### src/odo_pkg.sv
/*
 * Shared types and format constants for the odometry datapath.
 * Import with a wildcard in any module header that needs the fixed-point word.
 */
`default_nettype none

package odo_pkg;

	// ==================================================================
	// Fixed-point format |S|IIIIIIIIIIIIIIII|FFFFFFFFFFFFFFF|
	// ==================================================================

	localparam int FRAC_BITS = 15;                      // Fraction bits
	localparam int INT_BITS  = 16;                      // Integer bits
	localparam int FIX_W     = 1 + INT_BITS + FRAC_BITS; // Whole word, 32

	// Sign-magnitude word, sign set means negative
	typedef struct packed {
		logic                 sign;      // 1 = negative
		logic [INT_BITS-1:0]  int_part;  // Integer magnitude
		logic [FRAC_BITS-1:0] frac_part; // Fraction magnitude
	} fix_t;

	// ==================================================================
	// Velocity triple
	// ==================================================================

	// Same layout for body frame and global frame
	typedef struct packed {
		fix_t vx; // Linear x [m/s]
		fix_t vy; // Linear y [m/s]
		fix_t wz; // Yaw rate [rad/s]
	} vel3_t;

endpackage

`default_nettype wire

### src/button_debounce.sv
/*
 * Start button cleanup: two-flop synchronizer followed by a stability counter.
 * The output level only moves once the input has held still long enough.
 */
`timescale 1ns/1ps
`default_nettype none

module button_debounce #(
	parameter int DEBOUNCE_CYCLES = 1000000 // Clocks of stable input required
) (
	input  wire  clock_50,
	input  wire  arst_n,
	input  wire  button,  // Raw, bouncing, asynchronous
	output logic level    // Clean debounced level
);

	localparam int CNT_W = $clog2(DEBOUNCE_CYCLES + 1);

	logic [1:0]       sync_q; // Synchronizer chain
	logic [CNT_W-1:0] cnt;    // Stable-time counter

	// Metastability guard
	always_ff @(posedge clock_50 or negedge arst_n) begin
		if (!arst_n) begin
			sync_q <= 2'b00;
		end else begin
			sync_q <= {sync_q[0], button};
		end
	end

	// Counter runs only while synced input differs from the output.
	// A bounce back to the current level clears it again
	always_ff @(posedge clock_50 or negedge arst_n) begin
		if (!arst_n) begin
			cnt   <= '0;
			level <= 1'b0;
		end else if (sync_q[1] == level) begin
			cnt <= '0;                                    // Nothing pending
		end else if (cnt == CNT_W'(DEBOUNCE_CYCLES - 1)) begin
			cnt   <= '0;
			level <= sync_q[1];                           // Held long enough
		end else begin
			cnt <= cnt + 1'b1;
		end
	end

endmodule

`default_nettype wire

### src/sincos_cordic.sv
/*
 * Rotation-mode CORDIC, angle in degrees, one iteration per clock.
 * Pulse start with theta; done pulses CORDIC_ITER+2 clocks later with sin and cos.
 */
`timescale 1ns/1ps
`default_nettype none

module sincos_cordic import odo_pkg::*; #(
	parameter int CORDIC_ITER = 16 // 12 to 20
) (
	input  wire   clock_50,
	input  wire   arst_n,
	input  wire   start,   // One-cycle pulse, ignored while busy
	input  wire   fix_t theta,
	output logic  done,    // One-cycle pulse
	output fix_t  sin_mag, // Non-negative
	output fix_t  cos_mag  // Non-negative
);

	localparam int IT_W = $clog2(CORDIC_ITER + 1);

	// 1/K for the CORDIC gain, 0.607253 in Q15
	localparam logic signed [FIX_W-1:0] K_INIT = 32'sd19898;

	// ==================================================================
	// Arctangent table, atan(2^-i) in degrees, Q15
	// ==================================================================

	function automatic logic signed [FIX_W-1:0] atan_deg(input logic [IT_W-1:0] i);
		case (i)
			0:       atan_deg = 32'sd1474560; // 45.0
			1:       atan_deg = 32'sd870484;  // 26.565
			2:       atan_deg = 32'sd459940;  // 14.036
			3:       atan_deg = 32'sd233473;  // 7.125
			4:       atan_deg = 32'sd117189;
			5:       atan_deg = 32'sd58652;
			6:       atan_deg = 32'sd29333;
			7:       atan_deg = 32'sd14667;
			8:       atan_deg = 32'sd7334;
			9:       atan_deg = 32'sd3667;
			10:      atan_deg = 32'sd1833;
			11:      atan_deg = 32'sd917;
			12:      atan_deg = 32'sd458;
			13:      atan_deg = 32'sd229;
			14:      atan_deg = 32'sd115;
			15:      atan_deg = 32'sd57;
			16:      atan_deg = 32'sd29;
			17:      atan_deg = 32'sd14;
			18:      atan_deg = 32'sd7;
			19:      atan_deg = 32'sd4;
			default: atan_deg = 32'sd0;       // Beyond useful precision
		endcase
	endfunction

	// Two's complement back to sign-magnitude, tiny negative residue clamps to zero
	function automatic fix_t to_mag(input logic signed [FIX_W-1:0] v);
		if (v[FIX_W-1])
			to_mag = '0;
		else
			to_mag = {1'b0, v[FRAC_BITS +: INT_BITS], v[FRAC_BITS-1:0]};
	endfunction

	logic                    busy;
	logic [IT_W-1:0]         it;          // Iteration index
	logic signed [FIX_W-1:0] x, y, z;     // Vector and residual angle
	logic signed [FIX_W-1:0] x_sh, y_sh;  // Scaled cross terms
	logic signed [FIX_W-1:0] theta_s;     // Signed angle at load

	assign theta_s = theta.sign ? -$signed({1'b0, theta.int_part, theta.frac_part})
	                            :  $signed({1'b0, theta.int_part, theta.frac_part});
	assign x_sh = x >>> it;
	assign y_sh = y >>> it;

	// ==================================================================
	// Control: load, iterate, finish
	// ==================================================================

	always_ff @(posedge clock_50 or negedge arst_n) begin
		if (!arst_n) begin
			busy <= 1'b0;
			it   <= '0;
			done <= 1'b0;
		end else begin
			done <= 1'b0;
			if (start && !busy) begin
				busy <= 1'b1;
				it   <= '0;
			end else if (busy && it != IT_W'(CORDIC_ITER)) begin
				it <= it + 1'b1;
			end else if (busy) begin
				busy <= 1'b0; // Results registered this edge
				done <= 1'b1;
			end
		end
	end

	// Datapath, shifts and adds only
	always_ff @(posedge clock_50) begin
		if (start && !busy) begin
			x <= K_INIT;  // Pre-scaled, no gain correction later
			y <= '0;
			z <= theta_s;
		end else if (busy && it != IT_W'(CORDIC_ITER)) begin
			if (!z[FIX_W-1]) begin // Residual positive, rotate forward
				x <= x - y_sh;
				y <= y + x_sh;
				z <= z - atan_deg(it);
			end else begin         // Overshot, rotate back
				x <= x + y_sh;
				y <= y - x_sh;
				z <= z + atan_deg(it);
			end
		end else if (busy) begin
			sin_mag <= to_mag(y);
			cos_mag <= to_mag(x);
		end
	end

endmodule

`default_nettype wire

### src/sm_multiplier.sv
/*
 * Sequential shift-add multiplier for sign-magnitude Q16.15 words.
 * Pulse start with a and b; done pulses 33 clocks later with p.
 */
`timescale 1ns/1ps
`default_nettype none

module sm_multiplier import odo_pkg::*; (
	input  wire   clock_50,
	input  wire   arst_n,
	input  wire   start,  // One-cycle pulse, ignored while busy
	input  wire   fix_t a,
	input  wire   fix_t b,
	output logic  done,   // One-cycle pulse
	output fix_t  p
);

	localparam int MAG_W = FIX_W - 1;  // 31-bit magnitudes
	localparam int ACC_W = 2 * MAG_W;  // Full-width product
	localparam int CNT_W = $clog2(MAG_W + 1);

	logic             busy;
	logic [CNT_W-1:0] cnt;      // Multiplier bits consumed
	logic [ACC_W-1:0] mcand;    // Shifted left each step
	logic [MAG_W-1:0] mplier;   // Shifted right each step
	logic [ACC_W-1:0] acc;
	logic             sign_q;
	logic [MAG_W-1:0] prod_mag; // Q15-aligned window of acc

	assign prod_mag = acc[FRAC_BITS +: MAG_W]; // Drop low fraction and high overflow

	always_ff @(posedge clock_50 or negedge arst_n) begin
		if (!arst_n) begin
			busy <= 1'b0;
			cnt  <= '0;
			done <= 1'b0;
		end else begin
			done <= 1'b0;
			if (start && !busy) begin
				busy <= 1'b1;
				cnt  <= '0;
			end else if (busy && cnt != CNT_W'(MAG_W)) begin
				cnt <= cnt + 1'b1;
			end else if (busy) begin
				busy <= 1'b0;
				done <= 1'b1;
			end
		end
	end

	// One partial product per clock
	always_ff @(posedge clock_50) begin
		if (start && !busy) begin
			mcand  <= {{(ACC_W-MAG_W){1'b0}}, a.int_part, a.frac_part};
			mplier <= {b.int_part, b.frac_part};
			acc    <= '0;
			sign_q <= a.sign ^ b.sign;
		end else if (busy && cnt != CNT_W'(MAG_W)) begin
			if (mplier[0])
				acc <= acc + mcand;
			mcand  <= mcand << 1;
			mplier <= mplier >> 1;
		end else if (busy) begin
			p <= {sign_q & (|prod_mag), prod_mag}; // Zero is always positive
		end
	end

endmodule

`default_nettype wire

### src/global_velocity.sv
/*
 * Body-to-global velocity rotation behind a four-phase req/ack handshake.
 * Sequences one CORDIC and four products on a shared multiplier, then sums.
 */
`timescale 1ns/1ps
`default_nettype none

module global_velocity import odo_pkg::*; #(
	parameter int CORDIC_ITER = 16
) (
	input  wire    clock_50,
	input  wire    arst_n,
	input  wire    req,        // Level, rising edge starts a run
	output logic   ack,        // High from result until req drops
	input  wire    vel3_t local_vel,
	input  wire    fix_t theta, // Degrees, 0 to 90
	output vel3_t  global_vel   // Held between runs
);

	typedef enum logic [2:0] {
		S_IDLE,      // Wait for rising req
		S_TRIG,      // Kick CORDIC
		S_CORDIC,    // Wait for sin and cos
		S_MUL_START, // Kick product k
		S_MUL_WAIT,  // Wait for product k
		S_SUM,       // Combine and publish
		S_ACK        // Hold ack until req falls
	} state_t;

	state_t     state;
	logic       req_q;      // Edge detect
	logic [1:0] k;          // Product index
	vel3_t      lat_vel;    // Captured at req rise
	fix_t       lat_theta;
	fix_t       prod [0:3]; // vx*cos, vy*sin, vx*sin, vy*cos

	logic cordic_start, cordic_done;
	fix_t sin_mag, cos_mag;
	logic mul_start, mul_done;
	fix_t mul_a, mul_b, mul_p;
	fix_t sum_vx, sum_vy;

	// ==================================================================
	// Sign-magnitude adder, result sign follows the larger magnitude
	// ==================================================================

	function automatic fix_t sm_add(input fix_t a, input fix_t b);
		logic [FIX_W-2:0] ma;
		logic [FIX_W-2:0] mb;
		logic [FIX_W-2:0] mr;
		logic             sr;
		ma = {a.int_part, a.frac_part};
		mb = {b.int_part, b.frac_part};
		if (a.sign == b.sign) begin
			mr = ma + mb;            // Overflow wraps, range kept small upstream
			sr = a.sign;
		end else if (ma >= mb) begin
			mr = ma - mb;
			sr = a.sign;
		end else begin
			mr = mb - ma;
			sr = b.sign;
		end
		if (mr == '0)
			sr = 1'b0;               // No negative zero
		return {sr, mr};
	endfunction

	// ==================================================================
	// Children
	// ==================================================================

	sincos_cordic #(
		.CORDIC_ITER(CORDIC_ITER)
	) u_cordic (
		.clock_50 (clock_50),
		.arst_n   (arst_n),
		.start    (cordic_start),
		.theta    (lat_theta),   // Stable for the whole run
		.done     (cordic_done),
		.sin_mag  (sin_mag),     // Held until next start
		.cos_mag  (cos_mag)
	);

	sm_multiplier u_mul (
		.clock_50 (clock_50),
		.arst_n   (arst_n),
		.start    (mul_start),
		.a        (mul_a),
		.b        (mul_b),
		.done     (mul_done),
		.p        (mul_p)
	);

	assign cordic_start = (state == S_TRIG);
	assign mul_start    = (state == S_MUL_START);

	// Operand select per product slot
	always_comb begin
		case (k)
			2'd0:    begin mul_a = lat_vel.vx; mul_b = cos_mag; end
			2'd1:    begin mul_a = lat_vel.vy; mul_b = sin_mag; end
			2'd2:    begin mul_a = lat_vel.vx; mul_b = sin_mag; end
			default: begin mul_a = lat_vel.vy; mul_b = cos_mag; end
		endcase
	end

	// vx' = vx*cos - vy*sin, subtract as add with flipped sign
	assign sum_vx = sm_add(prod[0], {~prod[1].sign, prod[1].int_part, prod[1].frac_part});
	assign sum_vy = sm_add(prod[2], prod[3]); // vy' = vx*sin + vy*cos

	// ==================================================================
	// Sequencer
	// ==================================================================

	always_ff @(posedge clock_50 or negedge arst_n) begin
		if (!arst_n) begin
			state      <= S_IDLE;
			req_q      <= 1'b0;
			k          <= 2'd0;
			ack        <= 1'b0;
			global_vel <= '0;
		end else begin
			req_q <= req;
			case (state)
				S_IDLE:      if (req && !req_q) state <= S_TRIG;
				S_TRIG:      state <= S_CORDIC;
				S_CORDIC: begin
					if (cordic_done) begin
						k     <= 2'd0;
						state <= S_MUL_START;
					end
				end
				S_MUL_START: state <= S_MUL_WAIT;
				S_MUL_WAIT: begin
					if (mul_done) begin
						k     <= k + 2'd1;
						state <= (k == 2'd3) ? S_SUM : S_MUL_START;
					end
				end
				S_SUM: begin
					global_vel <= '{vx: sum_vx, vy: sum_vy, wz: lat_vel.wz}; // wz untouched
					ack        <= 1'b1;
					state      <= S_ACK;
				end
				S_ACK: begin
					if (!req) begin  // Drops one clock after req
						ack   <= 1'b0;
						state <= S_IDLE;
					end
				end
				default:     state <= S_IDLE;
			endcase
		end
	end

	// Input capture and product store
	always_ff @(posedge clock_50) begin
		if (state == S_IDLE && req && !req_q) begin
			lat_vel   <= local_vel;
			lat_theta <= theta;
		end
		if (state == S_MUL_WAIT && mul_done)
			prod[k] <= mul_p;
	end

endmodule

`default_nettype wire

### src/bb_system.sv
/*
 * Board top: debounced start button drives the velocity rotation block.
 * The LEDs show sign, low integer and high fraction bits of global vx.
 */
`timescale 1ns/1ps
`default_nettype none

module bb_system import odo_pkg::*; #(
	parameter int DEBOUNCE_CYCLES = 1000000, // 20 ms at 50 MHz
	parameter int CORDIC_ITER     = 16
) (
	input  wire    clock_50,     // System clock, 50 MHz
	input  wire    arst_n,
	input  wire    start_button, // Raw push button
	input  wire    vel3_t local_vel,
	input  wire    fix_t theta,  // Degrees, 0 to 90
	output logic   ack,
	output vel3_t  global_vel,
	output logic [7:0] led
);

	logic req; // Debounced button, handshake request

	button_debounce #(
		.DEBOUNCE_CYCLES(DEBOUNCE_CYCLES)
	) u_db_start (
		.clock_50 (clock_50),
		.arst_n   (arst_n),
		.button   (start_button),
		.level    (req)
	);

	global_velocity #(
		.CORDIC_ITER(CORDIC_ITER)
	) u_global_velocity (
		.clock_50   (clock_50),
		.arst_n     (arst_n),
		.req        (req),
		.ack        (ack),
		.local_vel  (local_vel),
		.theta      (theta),
		.global_vel (global_vel)
	);

	// Sign | int[4:0] | frac[14:13]
	assign led = {global_vel.vx.sign, global_vel.vx.int_part[4:0], global_vel.vx.frac_part[14:13]};

endmodule

`default_nettype wire

### config.mk
export PLATFORM = sky130hd
export DESIGN_NAME = bb_system
export DESIGN_NICKNAME = d
export VERILOG_FILES = /design/src/odo_pkg.sv /design/src/button_debounce.sv /design/src/sincos_cordic.sv /design/src/sm_multiplier.sv /design/src/global_velocity.sv /design/src/bb_system.sv
export SDC_FILE = /design/constraint.sdc
export NUM_CORES = 2
export LEC_CHECK = 0
export BUFFER_PORTS_ARGS = -buffer_cell sky130_fd_sc_hd__buf_2
export CAP_MARGIN = 0
export CORE_MARGIN = 1
export CORE_UTILIZATION = 38
export CTS_CLUSTER_DIAMETER = 150
export DETAILED_ROUTE_END_ITERATION = 7
export HOLD_SLACK_MARGIN = 0.1
export SETUP_SLACK_MARGIN = 0.2
export SLEW_MARGIN = 10
export SYNTH_ARGS = -nofsm -noshare
export SYNTH_HDL_FRONTEND = slang
export SYNTH_HIERARCHICAL = 1
export SYNTH_SLANG_ARGS = --single-unit
### constraint.sdc
create_clock -name clock_50 -period 11.8 [get_ports clock_50]
set_input_delay 2.36 -clock clock_50 [delete_from_list [all_inputs] [get_ports clock_50]]
set_output_delay 2.36 -clock clock_50 [all_outputs]
set_load 0.1 [all_outputs]
==> flow_summary.json <==
{
  "status": "completed",
  "synth_cell_types": 137,
  "met3_length_um": 9699,
  "worstSetupPathType": "register to register",
  "endpoint_kind": "register",
  "synthTopCellsByArea": "edfxtp_1 (27%), ha_1 (8.9%), dfrtp_1 (7.0%)",
  "place_congestion": 0.9472,
  "hold_path_depth": 0,
  "setup_tns_ns": 0,
  "top_layer": "met4",
  "rows": 132,
  "r2r_setup_slack_ns": 4.60,
  "drcViolationCount": 0,
  "synth_most_common_cell": "nand2_1",
  "cts_hold_buf": 0,
  "yosys-top-cells-count": "nand2_1 (663), edfxtp_1 (445), a21oi_1 (428), ha_1 (354), o21ai_0 (343)",
  "synth_area_per_cell_um2": 9.390,
  "worstReg2RegEnd": "u_global_velocity/u_cordic/y[31]$_SDFFE_PP0P_",
  "post-cts-setup-buffers": 0,
  "grt_setup_unrepaired": "false",
  "synth_edf_count": 445,
  "crit_chain": "buf_4, mux4_2, mux2_1, mux2i_1, a32o_1, ha_1, and2_1, a31oi_1, a21oi_1, o21ai_0, xor2_1, ha_1, and4_1, and2_0, o21ai_0, a21oi_1, a2111oi_0, o31ai_1, o2111ai_1, a311oi_1, o21a_1, nor3_2, mux2i_1",
  "hold_viol_final": 0,
  "cellLeakagePower_nw": 23.34,
  "port_buffers": 235,
  "initial_core_util_pct": 38.47,
  "min_to": "u_db_start/sync_q[1]$_DFF_PN0_",
  "dr.pass1.iters": 8,
  "ctsResizeCount": 0,
  "syn_to_final_growth_pct": 10.61,
  "dr_wl_met2_um": 64340,
  "die_x_um": 364.7,
  "p_per_area_nw_per_um2": 96.51,
  "maxCapViolCount": 0,
  "slew_headroom_pct": 13.13,
  "vias": 40890,
  "final_net_count": 5904,
  "dieArea_um2": 133000,
  "synth_top_area_share_pct": 26.73,
  "root_buffer": "clkbuf_16",
  "antenna_found_initial": 1,
  "min_from": "u_db_start/sync_q[0]$_DFF_PN0_",
  "synthArstFlopShare_pct": 19.72,
  "finalWirelength_um": 146500,
  "synth_top_area_cell": "edfxtp_1",
  "dp_hpwl_um": 107700,
  "fin_skew_ns": 0.03021,
  "antenna_left": 0,
  "netlist_area_um2": 50000,
  "synth-seq-cells": 710,
  "slowest_stage": "dfrtp_4",
  "total_power_mw": 5.338,
  "cts_sinks": 710,
  "wl_met1_um": 68210,
  "cp-startpoint": "u_global_velocity/u_cordic/it[1]$_DFFE_PN0P_",
  "crit_arrival_ns": 7.82,
  "clockBufferDepth": 3,
  "cts_tree": "built",
  "grt_max_degree": 95,
  "tightest_slew_ns": 1.300,
  "slew_viol_final": 0,
  "grt_pass1_wl_um": 229400,
  "cpPeakStageDelay_ns": 0.76,
  "cts_buffers": 83,
  "post_drt_wl_per_cell_um": 20.28,
  "synth_warnings": 6,
  "clkSlewWorstSetupHoldPaths_ns": 0.06,
  "critPathLaunchType": "register",
  "worstRegToRegCells": 23,
  "required_ns": 12.42,
  "io_pins": 236,
  "synthCells": 5325,
  "core_area_um2": 130000,
  "grt_pass1_vias": 39110,
  "fin_crit_sh_pct": 61.02,
  "avgViaCountPerCell": 5.661,
  "drt_iter0_markers": 3664,
  "critPathMaxFanout": 60,
  "synthFlopType": "edfxtp_1",
  "yosysSeqAreaShare_pct": 38.74,
  "worstSkewPairLatency_ns": 0.69,
  "r2r-start": "u_global_velocity/u_cordic/it[1]$_DFFE_PN0P_",
  "setup_viol": 0,
  "grt_usage_pct": 21.77,
  "min_path_type": "register to register",
  "period_minus_slack_ns": 7.201,
  "peakVddDrop_mv": 0.1065,
  "fmax_mhz": 138.9,
  "die_y_um": 364.7,
  "cts_max_level": 3,
  "grt_overflow": 0,
  "drive_gt1_share_pct": 12.81
}
-- worst max-delay path by stage --
stage	end	slack, ns
2_1_floorplan	u_global_velocity/lat_theta[0]$_DFFE_PP_	1.64
3_3_place_gp	u_global_velocity/u_cordic/y[31]$_SDFFE_PP0P_	4.69
3_5_place_dp	u_global_velocity/u_cordic/y[31]$_SDFFE_PP0P_	4.65
4_1_cts	u_global_velocity/u_cordic/y[31]$_SDFFE_PP0P_	4.62
5_1_grt	u_global_velocity/u_cordic/y[31]$_SDFFE_PP0P_	3.94
6_report	u_global_velocity/u_cordic/y[31]$_SDFFE_PP0P_	4.60
-- critical path: cells and delay by family (launching register included) --
kind                     cells  cell delay (ns)
AO/OA/AOI/OAI               11             2.56
flip-flops                   1             0.76
multiplexers                 4             1.56
adder cells (fa/ha/maj)      2             0.54
XOR/XNOR                     1             0.17
buffers and inverters        1             0.75
AND/OR/NAND/NOR              4             0.75
-- flip-flops by register name, indices dropped and copies added, names as in the netlist, 32 cells and up --
name                           count
u_global_velocity/u_cordic/z      32
u_global_velocity/lat_theta       32
u_global_velocity/u_cordic/y      32
u_global_velocity/lat_vel         96
u_global_velocity/global_vel      96
u_global_velocity/u_mul/p         32
u_global_velocity/u_cordic/x      32
u_global_velocity/u_mul/mcand     46
u_global_velocity/u_mul/acc       46
u_global_velocity/prod           128
-- power breakdown --
| group | leakage (nW) | switching (mW) | internal [mW] | total, mW |
|---|---|---|---|---|
| Sequential | 7.28 | 0.00126 | 2.62 | 2.62 |
| Combinational | 14.7 | 0.0182 | 0.0164 | 0.0346 |
| Clock | 1.40 | 1.12 | 1.56 | 2.68 |
-- per-layer routing --
| metal | global-route usage, % | vias to the layer above |
|---|---|---|
| li1 | - | 19600 |
| met1 | 30.87 | 19630 |
| met2 | 33.74 | 1439 |
| met3 | 3.575 | 222 |
| met4 | 6.649 | 0 |
| met5 | 0 | - |
-- through the flow --
| stage | util [%] | hold slack (ns) | cells | instance area (µm²) | worst slack, ns |
|---|---|---|---|---|---|
| after detailed placement | 40.34 | 0.3418 | 7066 | 52430 | 4.649 |
| after floorplan | - | 0.3312 | 5326 | 50000 | 1.640 |
| after global routing | 42.55 | 0.3782 | 7222 | 55310 | 3.944 |
| after global placement | 40.34 | 0.3421 | 7066 | 52430 | 4.692 |
| final | 42.55 | 0.3575 | 7223 | 55310 | 4.599 |
| after CTS | 42.55 | 0.3650 | 7222 | 55310 | 4.624 |
-- layout make-up --
class | instances | area (µm²)
fill | 12770 | 74670
clock buffer | 112 | 2307
clock inverter | 44 | 569.3
inverter | 255 | 960.9
multi-input combinational | 4077 | 28370
antenna | 1 | 2.502
tap | 1742 | 2180
timing repair buffer | 282 | 1535
sequential | 710 | 19380
-- layout by cell type (no fill, tap or decap), drive strengths merged, types with 57 or more instances in the layout --
cell type	n
mux4	63
xor2	107
clkbuf	112
nor3	110
nand4	64
dfxtp	125
nor2b	107
a21o	112
xnor2	188
a31oi	62
mux2	110
edfxtp	445
inv	263
nand2	664
o21ai	369
nor2	341
nand3	145
o31ai	57
a21oi	436
dfrtp	140
mux2i	60
buf	282
ha	354
-- logic make-up (layout without fill, tap and decap cells) --
| logic type | Yosys count | in the layout | share of synthesized area [%] |
|---|---|---|---|
| fa+ha+maj | 364 | 364 | 9.259 |
| other cells | 1 | 3 | 0.007500 |
| flops | 710 | 710 | 38.74 |
| xor+xnor | 295 | 295 | 5.167 |
| mux | 233 | 233 | 6.606 |
| compound gates | 1467 | 1467 | 19.05 |
| buf+inv | 539 | 693 | 4.704 |
| simple gates | 1716 | 1716 | 16.47 |
No activity file was read; power rests on OpenSTA's default activity.
